==> config.mk <==
export PLATFORM = sky130hd
export DESIGN_NAME = laneCollector
export DESIGN_NICKNAME = d
export VERILOG_FILES = /design/src/rtl/vreadPkg.sv /design/src/rtl/laneCollector.sv
export SDC_FILE = /design/constraint.sdc
export NUM_CORES = 1
export LEC_CHECK = 0
export ABC_AREA = 1
export CAP_MARGIN = 20
export CORE_ASPECT_RATIO = 1.2
export CORE_UTILIZATION = 60
export CTS_CLUSTER_DIAMETER = 100
export DETAILED_ROUTE_END_ITERATION = 8
export DONT_BUFFER_PORTS = 1
export GPL_ROUTABILITY_DRIVEN = 0
export PLACE_DENSITY = 0.76
export SYNTH_ARGS = -nofsm -noshare
export SYNTH_HDL_FRONTEND = slang
export SYNTH_SLANG_ARGS = --single-unit
==> constraint.sdc <==
create_clock -name clk -period 0.8 [get_ports clk]
set_clock_uncertainty 0.2 [all_clocks]
set_input_delay 0.16 -clock clk [delete_from_list [all_inputs] [get_ports clk]]
set_output_delay 0.16 -clock clk [all_outputs]
set_load 0.005 [all_outputs]
==> src/rtl/vreadPkg.sv <==
package vreadPkg;

   // array size
   localparam int NUM_UNITS = 4;

   // buffer address, top bit picks the ping-pong half
   localparam int ADDR_W = 8;

   // data and external bus widths
   localparam int DATA_W = 32;
   localparam int BUS_ADDR_W = 32;
   localparam int LEN_W = 8;

   // generator count and delay
   localparam int COUNT_W = 8;

   localparam int UNIT_W = $clog2(NUM_UNITS);

   // sum of all lanes needs room for the carries
   localparam int SUM_W = DATA_W + UNIT_W;

   typedef logic [ADDR_W-1:0]     memAddrT;
   typedef logic [DATA_W-1:0]     dataT;
   typedef logic [BUS_ADDR_W-1:0] busAddrT;
   typedef logic [LEN_W-1:0]      lenT;
   typedef logic [COUNT_W-1:0]    countT;
   typedef logic [UNIT_W-1:0]     unitIdxT;
   typedef logic [SUM_W-1:0]      sumT;

   // bus arbiter FSM
   typedef enum logic {
      Idle,
      Burst
   } arbStateT;

endpackage

==> src/rtl/laneCollector.sv <==
`timescale 1ns/1ps

module laneCollector
   import vreadPkg::*;
(
   input  logic                  clk,
   input  logic                  rst,
   input  logic [NUM_UNITS-1:0]  laneValid,
   input  dataT [NUM_UNITS-1:0]  laneData,
   output logic [NUM_UNITS-1:0]  outValid,
   output dataT [NUM_UNITS-1:0]  outData,
   output logic                  sumValid,
   output sumT                   sum
);

   sumT laneSum;

   // add only the lanes valid this cycle
   always_comb begin
      laneSum = '0;
      for (int i = 0; i < NUM_UNITS; i++) begin
         if (laneValid[i]) begin
            laneSum = laneSum + sumT'(laneData[i]);
         end
      end
   end

   always_ff @(posedge clk or posedge rst) begin
      if (rst) begin
         outValid <= '0;
         sumValid <= 1'b0;
      end else begin
         outValid <= laneValid;
         sumValid <= |laneValid;
      end
   end

   // payload lines up with the valids above
   always_ff @(posedge clk) begin
      outData <= laneData;
      sum     <= laneSum;
   end

endmodule

==> reports/qor.csv, run 1 <==
metric,value,unit
cts_buffers,17,
synth_flop_cell,dfxtp_1,
dpl.hpwl,30200,µm
rows,54,
ys_top_cells_by_area,"dfxtp_1 29%, nand2_1 17%, ha_1 10%, inv_1 7.0%, nand3_1 5.9%",
synth_area_per_cell,6.69,µm²
synth_edf_count,0,
dieHeight,152,µm
postCtsHoldBufs,130,
root_buffer,clkbuf_16,
dpl.cell_count,2191,
ys_seq_area_share,30.1,%
clock-sinks,167,
synthArstFlopShare,2.99,%
yosys.area.top_type_share,29.0,%
initial_core_util,61.3,%
synth-seq-cells,167,
clockBufferDepth,2,
numPortBuffers,0,
die_x,127,µm
ys.warnings.count,0,
synth_area,11200,µm²
status,stopped before the end,
post_synth_num_cell_types,53,
synth.largest_area_cell,dfxtp_1,
cts_setup_buffers,71,
error_line,"[ERROR DPL-0038] Utilization greater than 100%, impossible to legalize",
postCtsResizedCells,550,
lastStage,clock tree synthesis,
io_pins,301,
synth_cells,1671,
mappedNetlistNets,1899,
htree_levels,4,
through the flow:
| step | utilization [%] | setup slack (ns) | hold WS [ns] | area, µm² |
|---|---|---|---|---|
| after detailed placement | 79.4 | -4.31 | -0.214 | 14500 |
| after global placement | 79.4 | -4.15 | -0.216 | 14500 |
| after floorplan | - | -3.92 | -0.261 | 11900 |
synthesized netlist by cell type, types with 2 or more instances:
cell type	count
a21boi_0	6
a21o_1	12
a21oi_1	100
a21oi_2	4
a31oi_1	8
and2_1	16
and3_1	2
buf_1	3
buf_2	8
buf_4	2
clkbuf_1	10
dfrtp_1	5
dfxtp_1	162
fa_1	3
ha_1	91
inv_1	210
inv_2	4
nand2_1	492
nand2_2	21
nand3_1	132
nand3_2	17
nand3_4	2
nand3b_1	10
nand4_1	17
nor2_1	139
nor2_2	3
nor3_1	12
nor4_1	5
o211ai_1	5
o21a_1	5
o21ai_0	68
o21ai_1	8
o21ai_2	4
o21bai_1	20
or2_2	6
xnor2_1	16
xor2_1	27
cell families after synthesis:
family,share of synthesized area [%]
xor gates and xnor gates,3.37
and+or+nand+nor,34.7
buffers and inverters,8.42
adders and majority gates,10.7
DFF,30.1
AOI/OAI and AO/OA,12.6
==> inputs of run 2 (changes only) <==
Settings changed: CORE_ASPECT_RATIO 1.2 to default, CORE_UTILIZATION 60 to 40, CTS_CLUSTER_DIAMETER 100 to default, PLACE_DENSITY 0.76 to default, PLACE_DENSITY_LB_ADDON from default to 0.15.
==> run 2 against run 1 <==
  * The flow now finishes, with violations (hold timing, setup timing)
  * Synthesized cell count did not move
  * Area after synthesis did not move
==> reports/qor.csv, run 2 <==
metric,value,unit
status,"complete, but fails checks",
violations,"hold timing, setup timing",
wl_per_cell,19.1,µm
mappedNetlistNets,1899,
htree_levels,4,
coreArea,27200,µm²
synth_flop_cell,dfxtp_1,
synth_area,11200,µm²
worstSetupStartpointType,input port,
drc_errors,0,
fill_cells,1845,
synth_xor_area_share,3.37,%
cts_buffers,17,
crit_path_top_delay_cell,fa_2,
postCtsHoldBufs,130,
via_per_inst,5.42,
io_pins,301,
final_common_cell,buf_4,
dieHeight,169,µm
path_clk_slew,0.07,ns
synthMuxAreaShare,0,%
grt_pass1_vias,13700,
mostFrequentLayoutCells,"426 x buf_4, 378 x nand2_1, 156 x inv_1, 129 x dlygate4sd3_1, 118 x dfxtp_2",
hold_depth,0,
fin_ws,-3.82,ns
numPortBuffers,0,
antenna_found_initial,1,
ys.warnings.count,0,
drt_iter0_markers,1261,
peakVddDrop,1.47,mV
synth-seq-cells,167,
root_buffer,clkbuf_16,
rows,60,
grt_pass1_wl,70300,µm
maxSlewHeadroom,73.9,%
largest_register_ffs,128,
synth_area_per_cell,6.69,µm²
area_growth_syn_to_layout,82.5,%
synthArstFlopShare,2.99,%
min_path_type,in2reg,
cp_slowest_stage_delay,0.37,ns
yosys.area_share.simple,34.7,%
cts_tree,yes,
synthAdderAreaFrac,10.7,%
ys_seq_area_share,30.1,%
cap_violations,0,
grt_max_degree,45,
rsz0062_at_grt,true,
first_pass_iters,8,
post_synth_num_cell_types,53,
yosys-top-cells-count,"492 x nand2_1, 210 x inv_1, 162 x dfxtp_1",
hold_slack,-0.467,ns
ys_top_cells_by_area,"dfxtp_1 29%, nand2_1 17%, ha_1 10%, inv_1 7.0%, nand3_1 5.9%",
worst_setup_path_end_kind,flip-flop,
min_period,4.62,ns
nets,2488,
drive_gt1_share,53.6,%
top_register,outData,
synth_compound_area_share,12.6,%
worstPathArrival,4.75,ns
die_x,169,µm
synth.largest_area_cell,dfxtp_1,
min_from,laneValid[1],
crit_top_cell,nand2_2,
synth_top_family_by_area,simple AND/OR/NAND/NOR gates,
fin_crit_sh,578,%
finalMaxSlewViolations,0,
grt-ovfl-total,0,
reg_top3,"outData x128, sum x34, outValid x4",
synth_cells,1671,
p_leak,9.58,nW
dpl.hpwl,31400,µm
min_to,outValid[1],
power_density,2000,nW/µm²
dieArea,28600,µm²
final-hold-violation-count,43,
p_total,40.8,mW
finalWirelength,50600,µm
initial_core_util,41.2,%
grtUsageTotal,31.5,%
antenna_left,0,
clockBufferDepth,2,
synth_edf_count,0,
max_freq,216,MHz
fin_cells,2646,
worst-setup-path-type,in2reg,
clock-sinks,167,
via_count,14400,
worst_pin_slew,0.387,ns
cp_max_fo,44,
worstPathRequired,0.93,ns
setup_violations,202,
synth.most_common_cell,nand2_1,
dpl.cell_count,2350,
yosys.area.top_type_share,29.0,%
==> run 2: cell counts after synthesis <==
Identical to the previous run, type by type.
==> run 2: area by class of cell <==
type	instances	area, µm²	area share [%]
repair buffers	595	4980	24.4
multi-input cells	1264	10100	49.3
diodes	1	2.50	0.0123
flip-flops and latches	167	3520	17.2
well taps	372	465	2.28
clock inverters	13	114	0.558
clock buffers	19	443	2.17
inverters	215	820	4.02
==> run 2: cells by family (layout without fill, tap and decap cells) <==
family                   after synthesis  count (layout)
AND/OR/NAND/NOR                      881             881
buffers and inverters                240             842
other                                  0               1
flip-flops                           167             167
AO/OA/AOI/OAI                        246             246
XOR/XNOR                              43              43
adder cells (fa/ha/maj)               94              94
==> run 2: repair_timing <==
item	4_1_cts	5_1_grt
endpoints found under the setup margin	201	202
resized for setup	398	334
hold endpoints to repair	171	43
gates cloned	0	0
pin swaps	161	177
setup buffers	94	42
==> run 2: worst max path at each step <==
stage                            start      end  cells after the start
final                     laneValid[0]  sum[21]                     34
after global routing      laneValid[0]  sum[21]                     34
after CTS                 laneValid[0]  sum[33]                     35
after detailed placement  laneValid[0]  sum[19]                     30
after global placement    laneValid[0]  sum[19]                     30
after floorplan           laneValid[0]  sum[33]                     41
==> run 2: power breakdown <==
group,internal (mW),switching (mW),leakage [nW]
clock network,4.14,4.06,0.254
registers,9.35,0.515,1.43
logic,11.0,11.7,7.90
==> run 2: worst max-delay path, delay by kind of cell <==
family	cells	cell delay (ns)
AO/OA/AOI/OAI	6	1.13
XOR/XNOR	1	0.08
adder cells (fa/ha/maj)	4	1.11
buffers and inverters	6	0.53
AND/OR/NAND/NOR	17	1.69
==> run 2: metal layers <==
layer,share of wire [%],vias up,GRT usage (%)
li1,-,6614,-
met2,49,847,55.7
met1,37,6638,36.3
met3,8.2,255,5.90
met5,0,-,0
met4,6.1,0,15.5
==> run 2: through the flow <==
step | cell area (µm²) | setup TNS (ns) | hold WS [ns] | worst slack (ns) | util, %
floorplan | 11900 | -115.23 | -0.261 | -3.92 | -
global placement | 14800 | -119.76 | -0.233 | -4.18 | 54.4
detailed placement | 14800 | -121.62 | -0.231 | -4.26 | 54.4
CTS | 18900 | -153.59 | -0.455 | -3.35 | 69.5
global route | 20400 | -170.40 | -0.476 | -3.83 | 75.1
finish | 20400 | -163.82 | -0.467 | -3.82 | 75.1
Power figures use the tool's default switching activity.
==> inputs of run 3 (changes only) <==
--- a/config.mk
+++ b/config.mk
@@ -9,2 +9,3 @@
 export CAP_MARGIN = 20
+export CORE_MARGIN = 5
 export CORE_UTILIZATION = 40
@@ -14,2 +15,3 @@
 export PLACE_DENSITY_LB_ADDON = 0.15
+export SKIP_LAST_GASP = 1
 export SYNTH_ARGS = -nofsm -noshare
--- a/constraint.sdc
+++ b/constraint.sdc
@@ -4,2 +4,2 @@
 set_output_delay 0.16 -clock clk [all_outputs]
-set_load 0.005 [all_outputs]
+set_load 0.02 [all_outputs]
==> run 3 against run 2 <==
  * The run still ends with hold timing, setup timing left
  * Cell area up 3.1%
  * Wire length down 2.1%
  * Combinational power about the same
  * Maximum frequency up 7.2%
  * Worst hold slack better by 0.0088 ns
  * Critical path type unchanged
==> reports/qor.csv, run 3 (synthesized netlist as in run 2, its figures left out) <==
metric,value,unit
fill_cells,1802,
drive_gt1_share,55.1,%
via_count,14100,
max_freq,232,MHz
fin_tns_setup,-169.08,ns
seq_area,3920,µm²
cts_buffers,17,
crit_top_cell,nand2_1,
root_buffer,clkbuf_16,
n_antenna_cell,0,
power_density,2020,nW/µm²
area_growth_syn_to_layout,88.1,%
cts_tree,yes,
grt_pass1_vias,13600,
final_common_cell,buf_4,
p_int,26.0,mW
wl_per_cell,18.6,µm
worst_setup_path_end_kind,flip-flop,
grtUsageTotal,28.1,%
dpl.cell_count,2396,
clkPwrFrac,21.5,%
htree_levels,4,
worstSetupStartpointType,input port,
worstPathRequired,0.95,ns
hold_depth,0,
cap_violations,0,
via_per_inst,5.28,
hold_slack,-0.459,ns
dieHeight,177,µm
initial_core_util,40.4,%
dieArea,31400,µm²
fin_ws,-3.52,ns
worstPathArrival,4.46,ns
antenna_found_initial,0,
grt-ovfl-total,0,
first_pass_iters,6,
violations,"hold timing, setup timing",
dpl.hpwl,33100,µm
mostFrequentLayoutCells,"424 x buf_4, 374 x nand2_1, 162 x inv_1, 139 x dfxtp_4, 130 x dlygate4sd3_1",
fin_cells,2663,
dpl_cell_area,15300,µm²
reg_top3,"outData x128, sum x34, outValid x4",
p_leak,9.77,nW
status,"complete, but fails checks",
min_from,laneValid[2],
coreArea,27700,µm²
finalMaxSlewViolations,0,
cp_slowest_stage_delay,0.30,ns
setup_violations,202,
clock-sinks,167,
antenna_left,0,
final-hold-violation-count,43,
p_seq_share,24.9,%
combPwrFrac,53.6,%
min_period,4.32,ns
maxSlewHeadroom,78.2,%
nets,2500,
rows,61,
rsz0062_at_grt,true,
power.switching,16.6,mW
numPortBuffers,0,
cp_max_fo,44,
largest_register_ffs,128,
drt_iter0_markers,1146,
top_register,outData,
min_path_type,in2reg,
peakVddDrop,1.70,mV
worst-setup-path-type,in2reg,
min_to,outValid[2],
multi_input_area,9900,µm²
crit_path_top_delay_cell,ha_4,
fin_area,21000,µm²
path_clk_slew,0.07,ns
grt_max_degree,45,
fin_crit_sh,539,%
finalWirelength,49500,µm
worst_pin_slew,0.324,ns
switching_share,38.9,%
drc_errors,0,
die_x,177,µm
final_util,75.9,%
io_pins,301,
clockBufferDepth,2,
grt_pass1_wl,69700,µm
-- run 3: changes by cell type in the layout (fill, tap and decap cells not counted), moves of 5 or more --
cell and delta:
dfxtp_4 +138, dfxtp_2 -96, dfxtp_1 -42, buf_12 +19, nand2_2 +9, inv_2 -8, a21oi_4 -6, inv_1 +6
nand3_1 +6, nor2_2 +6, nor2_4 -6, a21oi_1 +5, buf_6 -5, nand3_2 -5
-- run 3: metrics by stage --
stage / setup WS, ns / hold WS (ns) / total power, mW
floorplan: -3.92 / -0.261 / 19.5
global placement: -4.34 / -0.233 / 26.2
detailed placement: -4.32 / -0.235 / 26.4
CTS: -3.41 / -0.465 / 38.5
global route: -3.74 / -0.470 / 44.5
finish: -3.52 / -0.459 / 42.6
-- run 3: cell type report --
class	instances	share of cell area, %
sequential	167	18.6
timing repair buffer	607	25.2
inverter	215	3.92
clock inverter	13	0.856
clock buffer	19	2.15
tap	378	2.25
multi-input combinational	1264	47.1
-- run 3: worst max-delay path: cells and delay by family --
family / cells / cell delay (ns)
and+or+nand+nor: 23 / 2.56
AOI/OAI and AO/OA: 1 / 0.29
adders and majority gates: 3 / 0.90
buffers and inverters: 6 / 0.55
-- run 3: how the worst max path moves through the flow --
stage	cells after the start	from	slack (ns)	to
floorplan	41	laneValid[0]	-3.92	sum[33]
global placement	31	laneValid[0]	-4.34	sum[19]
detailed placement	29	laneValid[0]	-4.32	sum[19]
CTS	33	laneValid[0]	-3.41	sum[30]
global route	37	laneValid[0]	-3.74	sum[29]
finish	33	laneValid[0]	-3.52	sum[29]
-- run 3: what timing repair did --
item | in CTS | in global routing
pin swaps | 79 | 195
hold buffers | 129 | 1
endpoints found under the hold margin | 172 | 44
endpoints found under the setup margin | 201 | 202
resized for setup | 515 | 361
buffers inserted | 51 | 61
-- run 3: power by group through the flow --
stage          clock, mW  sequential, mW  combinational (mW)
2_1_floorplan          0            10.7                8.72
3_5_place_dp           0            10.7                15.6
3_3_place_gp           0            10.7                15.5
6_report            9.16            10.6                22.8
4_1_cts             9.18            10.6                18.7
5_1_grt             9.56            10.7                24.3
-- run 3: per-layer routing --
layer  global-route usage (%)  vias up  part of all wire (%)
met5                        0        -                     0
met4                     12.6        0                   4.9
met3                     5.11      186                   7.3
met2                     49.6      689                    50
met1                     33.0     6562                    38
li1                         -     6628                     -
==> inputs of run 4 (changes only) <==
Settings changed: CELL_PAD_IN_SITES_DETAIL_PLACEMENT from default to 1, CELL_PAD_IN_SITES_GLOBAL_PLACEMENT from default to 1, REMOVE_ABC_BUFFERS from default to 1.
Clock period 0.8 ns to 5.6 ns, I/O delays scaled along.
==> run 4 against run 3 <==
  * The flow finishes with violations (setup timing)
  * Sequential cell count unchanged
  * Worst setup slack better by 3.0 ns
  * Sequential share of layout area up 1.4 points
  * Cell count down 8.2%
  * Critical path type unchanged
  * Largest cell class unchanged
  * Largest power group unchanged
  * Highest routed layer is now met5
==> reports/qor.csv, run 4 (synthesized netlist as in run 2, its figures left out) <==
metric,value,unit
power_density,330,nW/µm²
dieArea,31400,µm²
violations,setup timing,
drc_errors,0,
finalWirelength,62800,µm
min_period,6.08,ns
finalMaxSlewViolations,0,
initial_core_util,40.4,%
clockBufferDepth,2,
grt_max_degree,46,
crit_top_cell,nand2_1,
reg_top3,"outData x128, sum x34, outValid x4",
worstSetupStartpointType,input port,
antenna_left,0,
fin_crit_sh,109,%
coreArea,27700,µm²
status,"complete, but fails checks",
n_antenna_cell,0,
cp_max_fo,45,
worst-setup-path-type,in2reg,
largest_register_ffs,128,
max_freq,164,MHz
die_x,177,µm
worstPathArrival,6.26,ns
grt_pass1_vias,13900,
wl_per_cell,25.7,µm
area_growth_syn_to_layout,50.4,%
final-hold-violation-count,0,
final_common_cell,nand2_1,
first_pass_iters,5,
setup_violations,20,
rsz0062_at_grt,true,
clock-sinks,167,
drt_iter0_markers,1267,
worst_setup_path_end_kind,flip-flop,
antenna_found_initial,2,
numPortBuffers,0,
via_per_inst,5.92,
dieHeight,177,µm
post-place-ws,-0.871,ns
crit_buf_inv,8,
fill_cells,3450,
path_clk_slew,0.08,ns
cp.depth,38,
min_path_type,in2async,
grt_pass1_wl,73400,µm
cts_buffers,17,
worst_pin_slew,0.869,ns
cap_violations,0,
cts_tree,yes,
grtUsageTotal,30.0,%
crit_path_top_delay_cell,ha_1,
grt-ovfl-total,0,
cp_slowest_stage_delay,0.34,ns
mostFrequentLayoutCells,"425 x nand2_1, 380 x buf_4, 189 x inv_1, 162 x dfxtp_1, 114 x nand3_1",
p_total,5.56,mW
maxSlewHeadroom,41.7,%
root_buffer,clkbuf_16,
rows,61,
path_delay_family,simple AND/OR/NAND/NOR gates,
worstPathRequired,5.78,ns
dpl.hpwl,38200,µm
htree_levels,4,
peakVddDrop,0.254,mV
drive_gt1_share,39.2,%
fin_ws,-0.480,ns
top_register,outData,
p_leak,8.29,nW
via_count,14500,
nets,2281,
io_pins,301,
final_util,60.7,%
==> run 4: changes by cell type in the layout (fill, tap and decap cells not counted), sizes merged <==
| cell | before | now |
|---|---|---|
| clkbuf | 19 | 18 |
| buf | 477 | 388 |
| clkinvlp | 2 | 3 |
| inv | 221 | 217 |
| dlygate4sd3 | 130 | 0 |
| clkinv | 2 | 7 |
| bufinv | 3 | 2 |
==> run 4: final timing paths <==
path                                from      endpoint  slack (ns)
hold / removal                       rst      sumValid        0.23
min in group clk           laneData[122]  outData[122]        0.46
max in group asynchronous            rst   outValid[0]        4.80
setup / recovery            laneValid[0]       sum[32]       -0.48
==> run 4: final cells by class <==
cell class | count | area (µm²) | area share, %
clock buffers | 18 | 439 | 2.61
well taps | 378 | 473 | 2.81
inverters | 215 | 810 | 4.81
repair buffers | 388 | 2940 | 17.5
flip-flops and latches | 167 | 3370 | 20.0
multi-input cells | 1264 | 8620 | 51.3
clock inverters | 14 | 168 | 0.997
==> run 4: what timing repair did <==
action	4_1_cts	5_1_grt
hold buffers	0	0
pin swaps	26	101
buffers inserted	11	28
gates resized for setup	116	324
setup endpoints to repair	21	25
==> run 4: stage by stage <==
step / cells / setup TNS (ns) / cell area [µm²] / hold WS, ns
2_1_floorplan: 1646 / 0 / 11000 / 0.699
3_3_place_gp: 2373 / -11.16 / 14100 / 0.717
3_5_place_dp: 2373 / -15.04 / 14100 / 0.721
4_1_cts: 2416 / -0.0613 / 15300 / 0.256
5_1_grt: 2444 / -7.47 / 16800 / 0.246
6_report: 2444 / -5.10 / 16800 / 0.228
==> run 4: metal layers <==
layer	GRT usage, %	vias to the layer above	wire [µm]
met2	53.6	992	30800
met5	0	-	14
li1	-	6184	-
met1	34.7	6917	22200
met4	14.2	2	4770
met3	5.30	373	5100
==> run 4: power breakdown <==
group          leakage (nW)  internal [mW]  switching [mW]  total, mW
registers              1.42           1.32           0.220       1.54
logic                  6.58           1.19            1.56       2.75
clock network         0.288          0.679           0.590       1.27
total                  8.29           3.19            2.36       5.56
