## src/rtl/vreadPkg.sv

```systemverilog
package vreadPkg;

   // array size
   localparam int NUM_UNITS = 4;

   // buffer address, top bit picks the ping-pong half
   localparam int ADDR_W = 8;

   // data and external bus widths
   localparam int DATA_W = 32;
   localparam int BUS_ADDR_W = 32;
   localparam int LEN_W = 8;

   // generator count and delay
   localparam int COUNT_W = 8;

   localparam int UNIT_W = $clog2(NUM_UNITS);

   // sum of all lanes needs room for the carries
   localparam int SUM_W = DATA_W + UNIT_W;

   typedef logic [ADDR_W-1:0]     memAddrT;
   typedef logic [DATA_W-1:0]     dataT;
   typedef logic [BUS_ADDR_W-1:0] busAddrT;
   typedef logic [LEN_W-1:0]      lenT;
   typedef logic [COUNT_W-1:0]    countT;
   typedef logic [UNIT_W-1:0]     unitIdxT;
   typedef logic [SUM_W-1:0]      sumT;

   // bus arbiter FSM
   typedef enum logic {
      Idle,
      Burst
   } arbStateT;

endpackage

```

## src/rtl/busArbiter.sv

```systemverilog
`timescale 1ns/1ps

module busArbiter
   import vreadPkg::*;
(
   input  logic                     clk,
   input  logic                     rst,
   input  logic    [NUM_UNITS-1:0]  reqValid,
   input  busAddrT [NUM_UNITS-1:0]  reqAddr,
   input  lenT     [NUM_UNITS-1:0]  reqLen,
   output logic    [NUM_UNITS-1:0]  reqReady,
   output dataT    [NUM_UNITS-1:0]  reqRdata,
   output logic    [NUM_UNITS-1:0]  reqLast,
   input  logic                     busReady,
   input  dataT                     busRdata,
   input  logic                     busLast,
   output logic                     busValid,
   output busAddrT                  busAddr,
   output lenT                      busLen
);

   arbStateT             state;
   unitIdxT              grant;
   unitIdxT              nextGrant;
   logic                 found;
   logic [NUM_UNITS-1:0] reqMask;
   logic                 beat;

   // search starts after the last winner, the owner is skipped on its final beat
   always_comb begin
      unitIdxT cand;
      reqMask = reqValid;
      if (state == Burst) begin
         reqMask[grant] = 1'b0;
      end
      found = 1'b0;
      nextGrant = grant;
      for (int i = 1; i <= NUM_UNITS; i++) begin
         cand = unitIdxT'((int'(grant) + i) % NUM_UNITS);
         if (!found && reqMask[cand]) begin
            found = 1'b1;
            nextGrant = cand;
         end
      end
   end

   assign busValid = (state == Burst) && reqValid[grant];
   assign busAddr = reqAddr[grant];
   assign busLen = reqLen[grant];
   assign beat = busValid && busReady;

   // only the granted unit sees the bus
   always_comb begin
      reqReady = '0;
      reqRdata = '0;
      reqLast = '0;
      if (state == Burst) begin
         reqReady[grant] = busReady;
         reqRdata[grant] = busRdata;
         reqLast[grant] = busLast;
      end
   end

   always_ff @(posedge clk or posedge rst) begin
      if (rst) begin
         state <= Idle;
         grant <= '0;
      end else begin
         case (state)
            Idle: begin
               if (found) begin
                  state <= Burst;
                  grant <= nextGrant;
               end
            end
            Burst: begin
               // hand over straight away when someone is waiting
               if (beat && busLast) begin
                  if (found) begin
                     grant <= nextGrant;
                  end else begin
                     state <= Idle;
                  end
               end
            end
            default: state <= Idle;
         endcase
      end
   end

endmodule

```

## config.mk

```make
export PLATFORM = sky130hd
export DESIGN_NAME = busArbiter
export DESIGN_NICKNAME = d
export VERILOG_FILES = /design/src/rtl/vreadPkg.sv /design/src/rtl/busArbiter.sv
export SDC_FILE = /design/constraint.sdc
export NUM_CORES = 1
export LEC_CHECK = 0
export ABC_CLOCK_PERIOD_IN_PS = 2850
export BUFFER_PORTS_ARGS = -buffer_cell sky130_fd_sc_hd__buf_2
export CAP_MARGIN = 40
export CORE_AREA = 2 2 147 149
export CTS_BUF_LIST = sky130_fd_sc_hd__clkbuf_4 sky130_fd_sc_hd__clkbuf_8
export DETAILED_ROUTE_END_ITERATION = 10
export DIE_AREA = 0 0 149 151
export SKIP_LAST_GASP = 1
export SYNTH_ARGS = -nofsm -noshare
export SYNTH_HDL_FRONTEND = slang
export SYNTH_SLANG_ARGS = --single-unit
```

## constraint.sdc

```tcl
create_clock -name clk -period 2.85 [get_ports clk]
set_input_delay 0.57 -clock clk [delete_from_list [all_inputs] [get_ports clk]]
set_output_delay 0.57 -clock clk [all_outputs]
set_load 0.03 [all_outputs]
```

==> impl_metrics.json, run 1 <==
{
  "clkPwrFrac_pct": 2.9,
  "ys_seq_area_share_pct": 3.133,
  "io_buffer_count": 376,
  "drtAntennaViolNets": 0,
  "max_slew.worst_pin.slew_ns": 0.4576,
  "grt-ovfl-total": 0,
  "syn_area_per_cell_sq_um": 8.809,
  "cts_sinks": 3,
  "grt_pass1_wl_um": 20010,
  "period_needed_ns": 2.589,
  "cp_top_family": "buffers and inverters",
  "swShare_pct": 63.22,
  "cts_max_level": 1,
  "finalPower_mw": 4.983,
  "syn2layout_area_growth_pct": 92.95,
  "place_hpwl_um": 13080,
  "wire_per_inst_um": 16.79,
  "powerDensity_nw_per_um2": 1078,
  "hold_viol_final": 0,
  "ys_ff_latch": 3,
  "slowest_delay_ns": 0.39,
  "pin_count": 377,
  "combPwrFrac_pct": 95.0,
  "numCtsBuffers": 3,
  "dr.pass1.iters": 4,
  "crit_chain": "buf_6, ha_1, buf_4, and3_1, buf_2",
  "routed_wl_um": 15130,
  "cp_max_fo": 50,
  "gp_congestion": 0.8405,
  "period_share_pct": 90.82,
  "final_nets": 827,
  "worstRegToRegCells": 8,
  "max_freq_ghz": 0.3863,
  "pwr-share-seq_pct": 2.1,
  "synth_nets": 476,
  "critical_path_class": "register to output pin",
  "leakagePower_nw": 2.971,
  "reg2reg_slack_ns": 0.60,
  "grt_start_max_net_pins": 102,
  "clk_pin_slew_ns": 0.04,
  "row_count": 53,
  "status": "completed",
  "setup_viol_count_final": 0,
  "clock_path_buffers": 2,
  "cts_root_buf": "clkbuf_8",
  "hold_class": "primary input to asynchronous set/reset pin",
  "synth_area_sq_um": 2396,
  "p_int_mw": 1.833,
  "cts_tree": "built",
  "track_usage_pct": 11.62,
  "ys_types": 35,
  "core-area_sq_um": 20820,
  "grt_pass1_vias": 3447,
  "grt_antenna_before_repair": 4,
  "synth_warnings": 0,
  "initial_utilization_pct": 11.51,
  "startpoint_type": "register",
  "cp-end-kind": "output pin",
  "vias": 3801,
  "clock_latency_ns": 0.23,
  "most-common-layout-cells": "376 x buf_2, 136 x and3_1, 41 x mux4_2",
  "cap_violations": 0,
  "crit_slowest_cell": "buf_6",
  "slew_headroom_pct": 69.49,
  "die_y_um": 151,
  "final-max-slew-violation-count": 0,
  "vias_per_cell": 4.219,
  "drc_errors": 0,
  "tns_ns": 0,
  "clock_skew_ns": 0.006656,
  "cp.required_ns": 2.28,
  "switchingPower_mw": 3.150,
  "crit_arrival_ns": 2.02,
  "die_area_sq_um": 22500,
  "cp_num_buf_inv": 3,
  "synth_cells": 272,
  "r2r-end": "grant[0]$_DFFE_PP0P_",
  "rsz0062_at_grt": "false",
  "max-vdd-ir-drop_mv": 0.3066,
  "die_x_um": 149,
  "layout_commonest_cell": "buf_2",
  "drive_above_1_share_pct": 70.90,
  "r2r-start": "grant[0]$_DFFE_PP0P_",
  "drt_iter0_markers": 123
}
layout make-up:
type | instances | area, sq um
flip-flops and latches | 3 | 81.33
well taps | 275 | 344.1
multi-input cells | 225 | 2122
clock buffers | 4 | 48.80
repair buffers | 385 | 1998
inverters | 5 | 18.77
diodes | 4 | 10.01
fillers | 2326 | 16200
metal layers:
metal | up-vias | global-route usage, % | part of all wire [%]
met5 | - | 0 | 0
met1 | 1750 | 13.72 | 38
met3 | 7 | 1.114 | 8.2
met2 | 262 | 22.44 | 53
li1 | 1782 | - | -
met4 | 0 | 2.857 | 0.64
power groups by stage:
| stage | logic [mW] | registers, mW | clock network [mW] |
|---|---|---|---|
| after floorplan | 3.47 | 0.0801 | 0 |
| after global routing | 5.04 | 0.115 | 0.147 |
| after CTS | 4.80 | 0.105 | 0.145 |
| after global placement | 4.76 | 0.104 | 0 |
| after detailed placement | 4.79 | 0.105 | 0 |
| final | 4.73 | 0.107 | 0.143 |
logic make-up after synthesis:
kind of cell,share of synthesized area (%)
and+or+nand+nor,40.42
muxes,40.37
buffers and inverters,8.303
AOI/OAI and AO/OA,5.692
adders and majority gates,2.089
DFF,3.133
through the flow:
stage / hold WS, ns / setup WS (ns) / std cells / utilization [%] / instance area, sq um
3_5_place_dp: 0.4561 / 0.3152 / 893 / 21.90 / 4561
3_3_place_gp: 0.4548 / 0.2962 / 892 / 21.77 / 4533
6_report: 0.2141 / 0.2615 / 901 / 22.20 / 4623
2_1_floorplan: 0.3236 / 0.5464 / 272 / - / 2396
4_1_cts: 0.2215 / 0.07097 / 897 / 22.14 / 4609
5_1_grt: 0.2362 / 0.1116 / 901 / 22.20 / 4623
synthesized netlist by cell type:
| cell type | n | share of area, % |
|---|---|---|
| and3_1 | 136 | 36 |
| mux4_2 | 41 | 39 |
| clkbuf_1 | 27 | 4.2 |
| buf_2 | 6 | 1.3 |
| buf_4 | 5 | 1.6 |
| inv_1 | 5 | 0.78 |
| nand2_1 | 5 | 0.78 |
| nor2_1 | 5 | 0.78 |
| ha_1 | 4 | 2.1 |
| nand3_1 | 4 | 0.84 |
| a21oi_1 | 3 | 0.63 |
| dfrtp_1 | 3 | 3.1 |
| a21boi_1 | 2 | 0.63 |
| and2_1 | 2 | 0.52 |
| mux2_1 | 2 | 0.94 |
| o21ai_0 | 2 | 0.42 |
| o21ai_1 | 2 | 0.42 |
| a211oi_1 | 1 | 0.31 |
| a21bo_1 | 1 | 0.42 |
| a21boi_2 | 1 | 0.47 |
| a21oi_2 | 1 | 0.37 |
| a22oi_1 | 1 | 0.31 |
| a32o_1 | 1 | 0.42 |
| and2_4 | 1 | 0.37 |
| and4b_1 | 1 | 0.42 |
| buf_6 | 1 | 0.47 |
| mux2_2 | 1 | 0.47 |
| mux2i_1 | 1 | 0.42 |
| nand2_2 | 1 | 0.26 |
| nand2b_1 | 1 | 0.26 |
| nand3_2 | 1 | 0.42 |
| nor2b_1 | 1 | 0.26 |
| o211ai_1 | 1 | 0.31 |
| o211ai_2 | 1 | 0.52 |
| o221a_2 | 1 | 0.47 |
timing repair:
action | in CTS | in global routing
setup buffers | 0 | 0
setup endpoints to repair | 0 | 19
hold buffers | 0 | 0
gates resized for setup | 0 | 1
registers in the layout (all words and copies together) (netlist names):
name / flops
state: 1
grant: 2
how the worst max path moves through the flow:
stage                              start      endpoint  cells after the start
floorplan           grant[1]$_DFFE_PP0P_  reqRdata[36]                      6
global placement    grant[1]$_DFFE_PP0P_  reqRdata[82]                      5
detailed placement  grant[1]$_DFFE_PP0P_  reqRdata[68]                      5
CTS                 grant[1]$_DFFE_PP0P_  reqRdata[68]                      5
global route        grant[1]$_DFFE_PP0P_  reqRdata[93]                      5
finish              grant[1]$_DFFE_PP0P_  reqRdata[80]                      5
Note: power is estimated with default switching activity, not from simulation.
==> run 2: changes to the inputs <==
--- a/config.mk
+++ b/config.mk
@@ -5,7 +5,7 @@
 export SDC_FILE = /design/constraint.sdc
 export NUM_CORES = 1
 export LEC_CHECK = 0
-export ABC_CLOCK_PERIOD_IN_PS = 2850
+export ABC_CLOCK_PERIOD_IN_PS = 2460
 export BUFFER_PORTS_ARGS = -buffer_cell sky130_fd_sc_hd__buf_2
 export CAP_MARGIN = 40
 export CORE_AREA = 2 2 147 149
==> constraint.sdc (replaced) <==
create_clock -name clk -period 2.46 [get_ports clk]
set_input_delay 0.492 -clock clk [delete_from_list [all_inputs] [get_ports clk]]
set_output_delay 0.492 -clock clk [all_outputs]
set_load 0.03 [all_outputs]
==> run 2 against run 1 <==
Cell count decreased by 0.11%. Clock skew decreased by 0.0048 ns. Sequential share of layout area about the same. Critical path depth decreased by 2. Clock-buffer cell count unchanged.
==> impl_metrics.json, run 2 (synthesis gave the netlist of run 1 again) <==
{
  "initial_utilization_pct": 11.51,
  "worstRegToRegCells": 8,
  "cp_num_buf_inv": 2,
  "fin_util_pct": 22.11,
  "routed_wl_um": 15290,
  "status": "completed",
  "tns_ns": 0,
  "worst-path-stages": 3,
  "reg2reg_slack_ns": 0.32,
  "vias": 3814,
  "drt_iter0_markers": 104,
  "startpoint_type": "register",
  "cp_max_fo": 40,
  "drtAntennaViolNets": 0,
  "cp_top_family": "multiplexers",
  "final-max-slew-violation-count": 0,
  "critical_path_class": "register to output pin",
  "clk_pin_slew_ns": 0.03,
  "r2r-start": "grant[0]$_DFFE_PP0P_",
  "grt_antenna_before_repair": 4,
  "rsz0062_at_grt": "false",
  "track_usage_pct": 11.87,
  "post_cts_buffers": 0,
  "core-area_sq_um": 20820,
  "cp.required_ns": 1.97,
  "grt_start_max_net_pins": 109,
  "grt_pass1_vias": 3553,
  "placedCellCount": 892,
  "reg.largest.list": "grant x2, state x1",
  "stdcell_count": 900,
  "drc_errors": 0,
  "crit_chain": "buf_12, mux4_2, buf_2",
  "cts_root_buf": "clkbuf_8",
  "max_slew.worst_pin.slew_ns": 0.6117,
  "vias_per_cell": 4.238,
  "numCtsBuffers": 3,
  "die_x_um": 149,
  "dr.pass1.iters": 4,
  "crit_slowest_cell": "mux4_2",
  "leakagePower_nw": 2.961,
  "io_buffer_count": 376,
  "max-vdd-ir-drop_mv": 0.4218,
  "hold_viol_final": 0,
  "wire_per_inst_um": 16.99,
  "cts_sinks": 3,
  "die_y_um": 151,
  "ctsHoldBuffers": 0,
  "drive_above_1_share_pct": 70.85,
  "row_count": 53,
  "final_nets": 826,
  "r2r-end": "grant[0]$_DFFE_PP0P_",
  "placed_area_sq_um": 4546,
  "most-common-layout-cells": "376 x buf_2, 136 x and3_1, 41 x mux4_2",
  "crit_arrival_ns": 1.89,
  "max_freq_ghz": 0.4195,
  "slowest_delay_ns": 0.64,
  "largest_register_ffs": 2,
  "setup_viol_count_final": 0,
  "cts-resized-gates": 0,
  "pin_count": 377,
  "hold_class": "primary input to asynchronous set/reset pin",
  "slew_headroom_pct": 59.22,
  "cts_tree": "built",
  "grt_pass1_wl_um": 20560,
  "clock_path_buffers": 2,
  "grt-ovfl-total": 0,
  "powerDensity_nw_per_um2": 1244,
  "gp_congestion": 0.8447,
  "design_area_sq_um": 4604,
  "period_share_pct": 96.91,
  "layout_commonest_cell": "buf_2",
  "clock_skew_ns": 0.001820,
  "period_needed_ns": 2.384,
  "top_register": "grant",
  "cts_max_level": 1,
  "cap_violations": 0,
  "cp-end-kind": "output pin",
  "die_area_sq_um": 22500,
  "place_hpwl_um": 13050,
  "clock_latency_ns": 0.22,
  "syn2layout_area_growth_pct": 92.17
}
-- run 2: power breakdown --
| group | internal (mW) | switching [mW] | total (mW) | leakage (nW) |
|---|---|---|---|---|
| registers | 0.0752 | 0.0579 | 0.133 | 0.0297 |
| logic | 1.90 | 3.54 | 5.44 | 2.91 |
| clock network | 0.122 | 0.0357 | 0.157 | 0.0262 |
| total | 2.09 | 3.63 | 5.73 | 2.96 |
-- run 2: worst max-delay path by stage --
stage                               from            to  slack (ns)
detailed placement  grant[0]$_DFFE_PP0P_     busLen[7]        0.28
floorplan           grant[1]$_DFFE_PP0P_  reqRdata[36]        0.23
global placement    grant[0]$_DFFE_PP0P_     busLen[7]        0.28
CTS                 grant[0]$_DFFE_PP0P_     busLen[7]        0.06
finish              grant[0]$_DFFE_PP0P_     busLen[7]        0.08
global route        grant[0]$_DFFE_PP0P_     busLen[7]       0.008
-- run 2: cell type report --
cell class              count  area (sq um)
clock buffers               4         48.80
multi-input cells         225          2122
diodes                      4         10.01
inverters                   5         18.77
flip-flops and latches      3         81.33
repair buffers            384          1979
fillers                  2348         16220
well taps                 275         344.1
-- run 2: worst reg2reg max path, stage by stage, from the launching register on --
cell and delay (ns):
dfrtp_4 0.54, inv_1 0.17, ha_1 0.22, buf_12 0.19
a21boi_1 0.12, mux2_2 0.32, and2_4 0.17, o211ai_2 0.17
a32o_1 0.18
-- run 2: routing by layer --
| layer | GRT usage [%] | vias to the layer above | part of all wire [%] |
|---|---|---|---|
| met2 | 22.12 | 265 | 51 |
| met3 | 1.536 | 12 | 8.7 |
| met4 | 3.762 | 0 | 1.7 |
| met1 | 14.08 | 1756 | 39 |
| li1 | - | 1781 | - |
| met5 | 0 | - | 0 |
-- run 2: per-stage QoR --
stage | worst slack (ns) | hold WS (ns) | power, mW
after floorplan | 0.2344 | 0.2456 | 4.108
after global placement | 0.2795 | 0.3795 | 5.629
after detailed placement | 0.2833 | 0.3829 | 5.633
after CTS | 0.05611 | 0.1548 | 5.807
after global routing | 0.008409 | 0.1695 | 6.073
final | 0.07614 | 0.1429 | 5.728
==> run 3: changes to the inputs <==
--- a/config.mk
+++ b/config.mk
@@ -5,7 +5,7 @@
 export SDC_FILE = /design/constraint.sdc
 export NUM_CORES = 1
 export LEC_CHECK = 0
-export ABC_CLOCK_PERIOD_IN_PS = 2460
+export ABC_CLOCK_PERIOD_IN_PS = 2700
 export BUFFER_PORTS_ARGS = -buffer_cell sky130_fd_sc_hd__buf_2
 export CAP_MARGIN = 40
 export CORE_AREA = 2 2 147 149
==> constraint.sdc (replaced) <==
create_clock -name clk -period 2.7 [get_ports clk]
set_input_delay 0.54 -clock clk [delete_from_list [all_inputs] [get_ports clk]]
set_output_delay 0.54 -clock clk [all_outputs]
set_load 0.03 [all_outputs]
==> run 3 against run 2 <==
Clock skew increased by 0.0067 ns. Largest cell class unchanged. Flip-flop and latch count unchanged. Critical endpoint is now busValid. Final area increased by 0.57%. Register-to-register slack improved by 0.30 ns.
==> impl_metrics.json, run 3 (synthesis gave the netlist of run 1 again) <==
{
  "status": "completed",
  "rsz0062_at_grt": "false",
  "die_area_sq_um": 22500,
  "cp_top_family": "multiplexers",
  "crit_arrival_ns": 1.94,
  "critical_path_class": "register to output pin",
  "final_nets": 827,
  "cp_num_buf_inv": 2,
  "r2r-start": "state$_DFF_PP0_",
  "clk_pin_slew_ns": 0.04,
  "hold_class": "primary input to asynchronous set/reset pin",
  "grt_antenna_before_repair": 4,
  "gp_congestion": 0.8173,
  "numCtsBuffers": 3,
  "initial_utilization_pct": 11.51,
  "drt_iter0_markers": 133,
  "cts_max_level": 1,
  "dr.pass1.iters": 4,
  "grt_start_max_net_pins": 88,
  "routed_wl_um": 15110,
  "max_freq_ghz": 0.4027,
  "grt_pass1_wl_um": 19930,
  "placed_area_sq_um": 4573,
  "period_share_pct": 91.98,
  "cp.required_ns": 2.16,
  "layout_commonest_cell": "buf_2",
  "powerDensity_nw_per_um2": 1141,
  "max_slew.worst_pin.slew_ns": 0.6481,
  "leakagePower_nw": 2.975,
  "top_register": "grant",
  "setup_viol_count_final": 0,
  "io_buffer_count": 376,
  "cp-end-kind": "output pin",
  "cp_max_fo": 49,
  "cts_sinks": 3,
  "post_cts_buffers": 0,
  "cap_violations": 0,
  "place_hpwl_um": 13050,
  "clock_skew_ns": 0.008561,
  "syn2layout_area_growth_pct": 93.26,
  "crit_slowest_cell": "mux4_2",
  "crit_chain": "buf_6, mux4_2, and2_1, buf_2",
  "cts_root_buf": "clkbuf_8",
  "hold_viol_final": 0,
  "wire_per_inst_um": 16.80,
  "drive_above_1_share_pct": 70.90,
  "track_usage_pct": 11.59,
  "grt_pass1_vias": 3475,
  "vias": 3783,
  "drc_errors": 0,
  "slew_headroom_pct": 56.79,
  "worstRegToRegCells": 6,
  "dp_slack_ns": 0.2511,
  "largest_register_ffs": 2,
  "clock_path_buffers": 2,
  "pin_count": 377,
  "grt-ovfl-total": 0,
  "period_needed_ns": 2.483,
  "reg2reg_slack_ns": 0.62,
  "finalPower_mw": 5.281,
  "drtAntennaViolNets": 0,
  "row_count": 53,
  "die_y_um": 151,
  "max-vdd-ir-drop_mv": 0.4633,
  "clock_latency_ns": 0.23,
  "vias_per_cell": 4.208,
  "r2r-end": "grant[0]$_DFFE_PP0P_",
  "tns_ns": 0,
  "timing.final.ws_setup_ns": 0.2165,
  "most-common-layout-cells": "376 x buf_2, 136 x and3_1, 41 x mux4_2",
  "design_area_sq_um": 4631,
  "startpoint_type": "register",
  "slowest_delay_ns": 0.58,
  "crit_path_start": "grant[1]$_DFFE_PP0P_",
  "final-max-slew-violation-count": 0,
  "cts_tree": "built",
  "die_x_um": 149,
  "fin_util_pct": 22.24,
  "core-area_sq_um": 20820,
  "reg.largest.list": "grant x2, state x1"
}
==> run 3: timing repair <==
item / 4_1_cts / 5_1_grt
endpoints found under the setup margin: 0 / 1
hold endpoints to repair: 0 / 0
hold buffers: 0 / 0
gates resized for setup: 0 / 1
==> run 3: per-layer routing <==
layer / track usage, % / share of wire (%) / routed length, um
met4: 1.714 / 0.49 / 74
met2: 23.25 / 53 / 8057
met1: 13.24 / 38 / 5685
met3: 1.416 / 8.5 / 1278
met5: 0 / 0.073 / 11
==> run 3: worst register-to-register path: cells and delay by family (launching register included) <==
family,cells,cell delay [ns]
buffers and inverters,1,0.30
flip-flops,1,0.77
AND/OR/NAND/NOR,1,0.17
multiplexers,1,0.30
AO/OA/AOI/OAI,3,0.41
==> run 3: layout make-up <==
type,instances,area [sq um]
antenna,2,5.005
clock buffer,4,48.80
fill,2301,16190
inverter,5,18.77
multi-input combinational,225,2122
sequential,3,81.33
tap,275,344.1
timing repair buffer,385,2011
==> run 3: report_power, final <==
part	internal (mW)	total [mW]	switching (mW)
combinational	1.77	5.02	3.25
clock	0.111	0.147	0.0361
sequential	0.0682	0.109	0.0412
total	1.95	5.28	3.33
==> run 3: how the worst max path moves through the flow <==
stage / to / slack [ns] / cells after the start
after global routing: busValid / 0.14 / 4
after floorplan: reqRdata[36] / 0.43 / 6
after detailed placement: busValid / 0.25 / 4
final: busValid / 0.22 / 4
after CTS: busValid / 0.02 / 4
after global placement: busValid / 0.26 / 4
==> run 3: stage by stage <==
| step | cells | hold WS [ns] |
|---|---|---|
| 2_1_floorplan | 272 | 0.2936 |
| 3_3_place_gp | 892 | 0.4349 |
| 6_report | 899 | 0.1929 |
| 5_1_grt | 899 | 0.2138 |
| 3_5_place_dp | 893 | 0.4406 |
| 4_1_cts | 897 | 0.2027 |
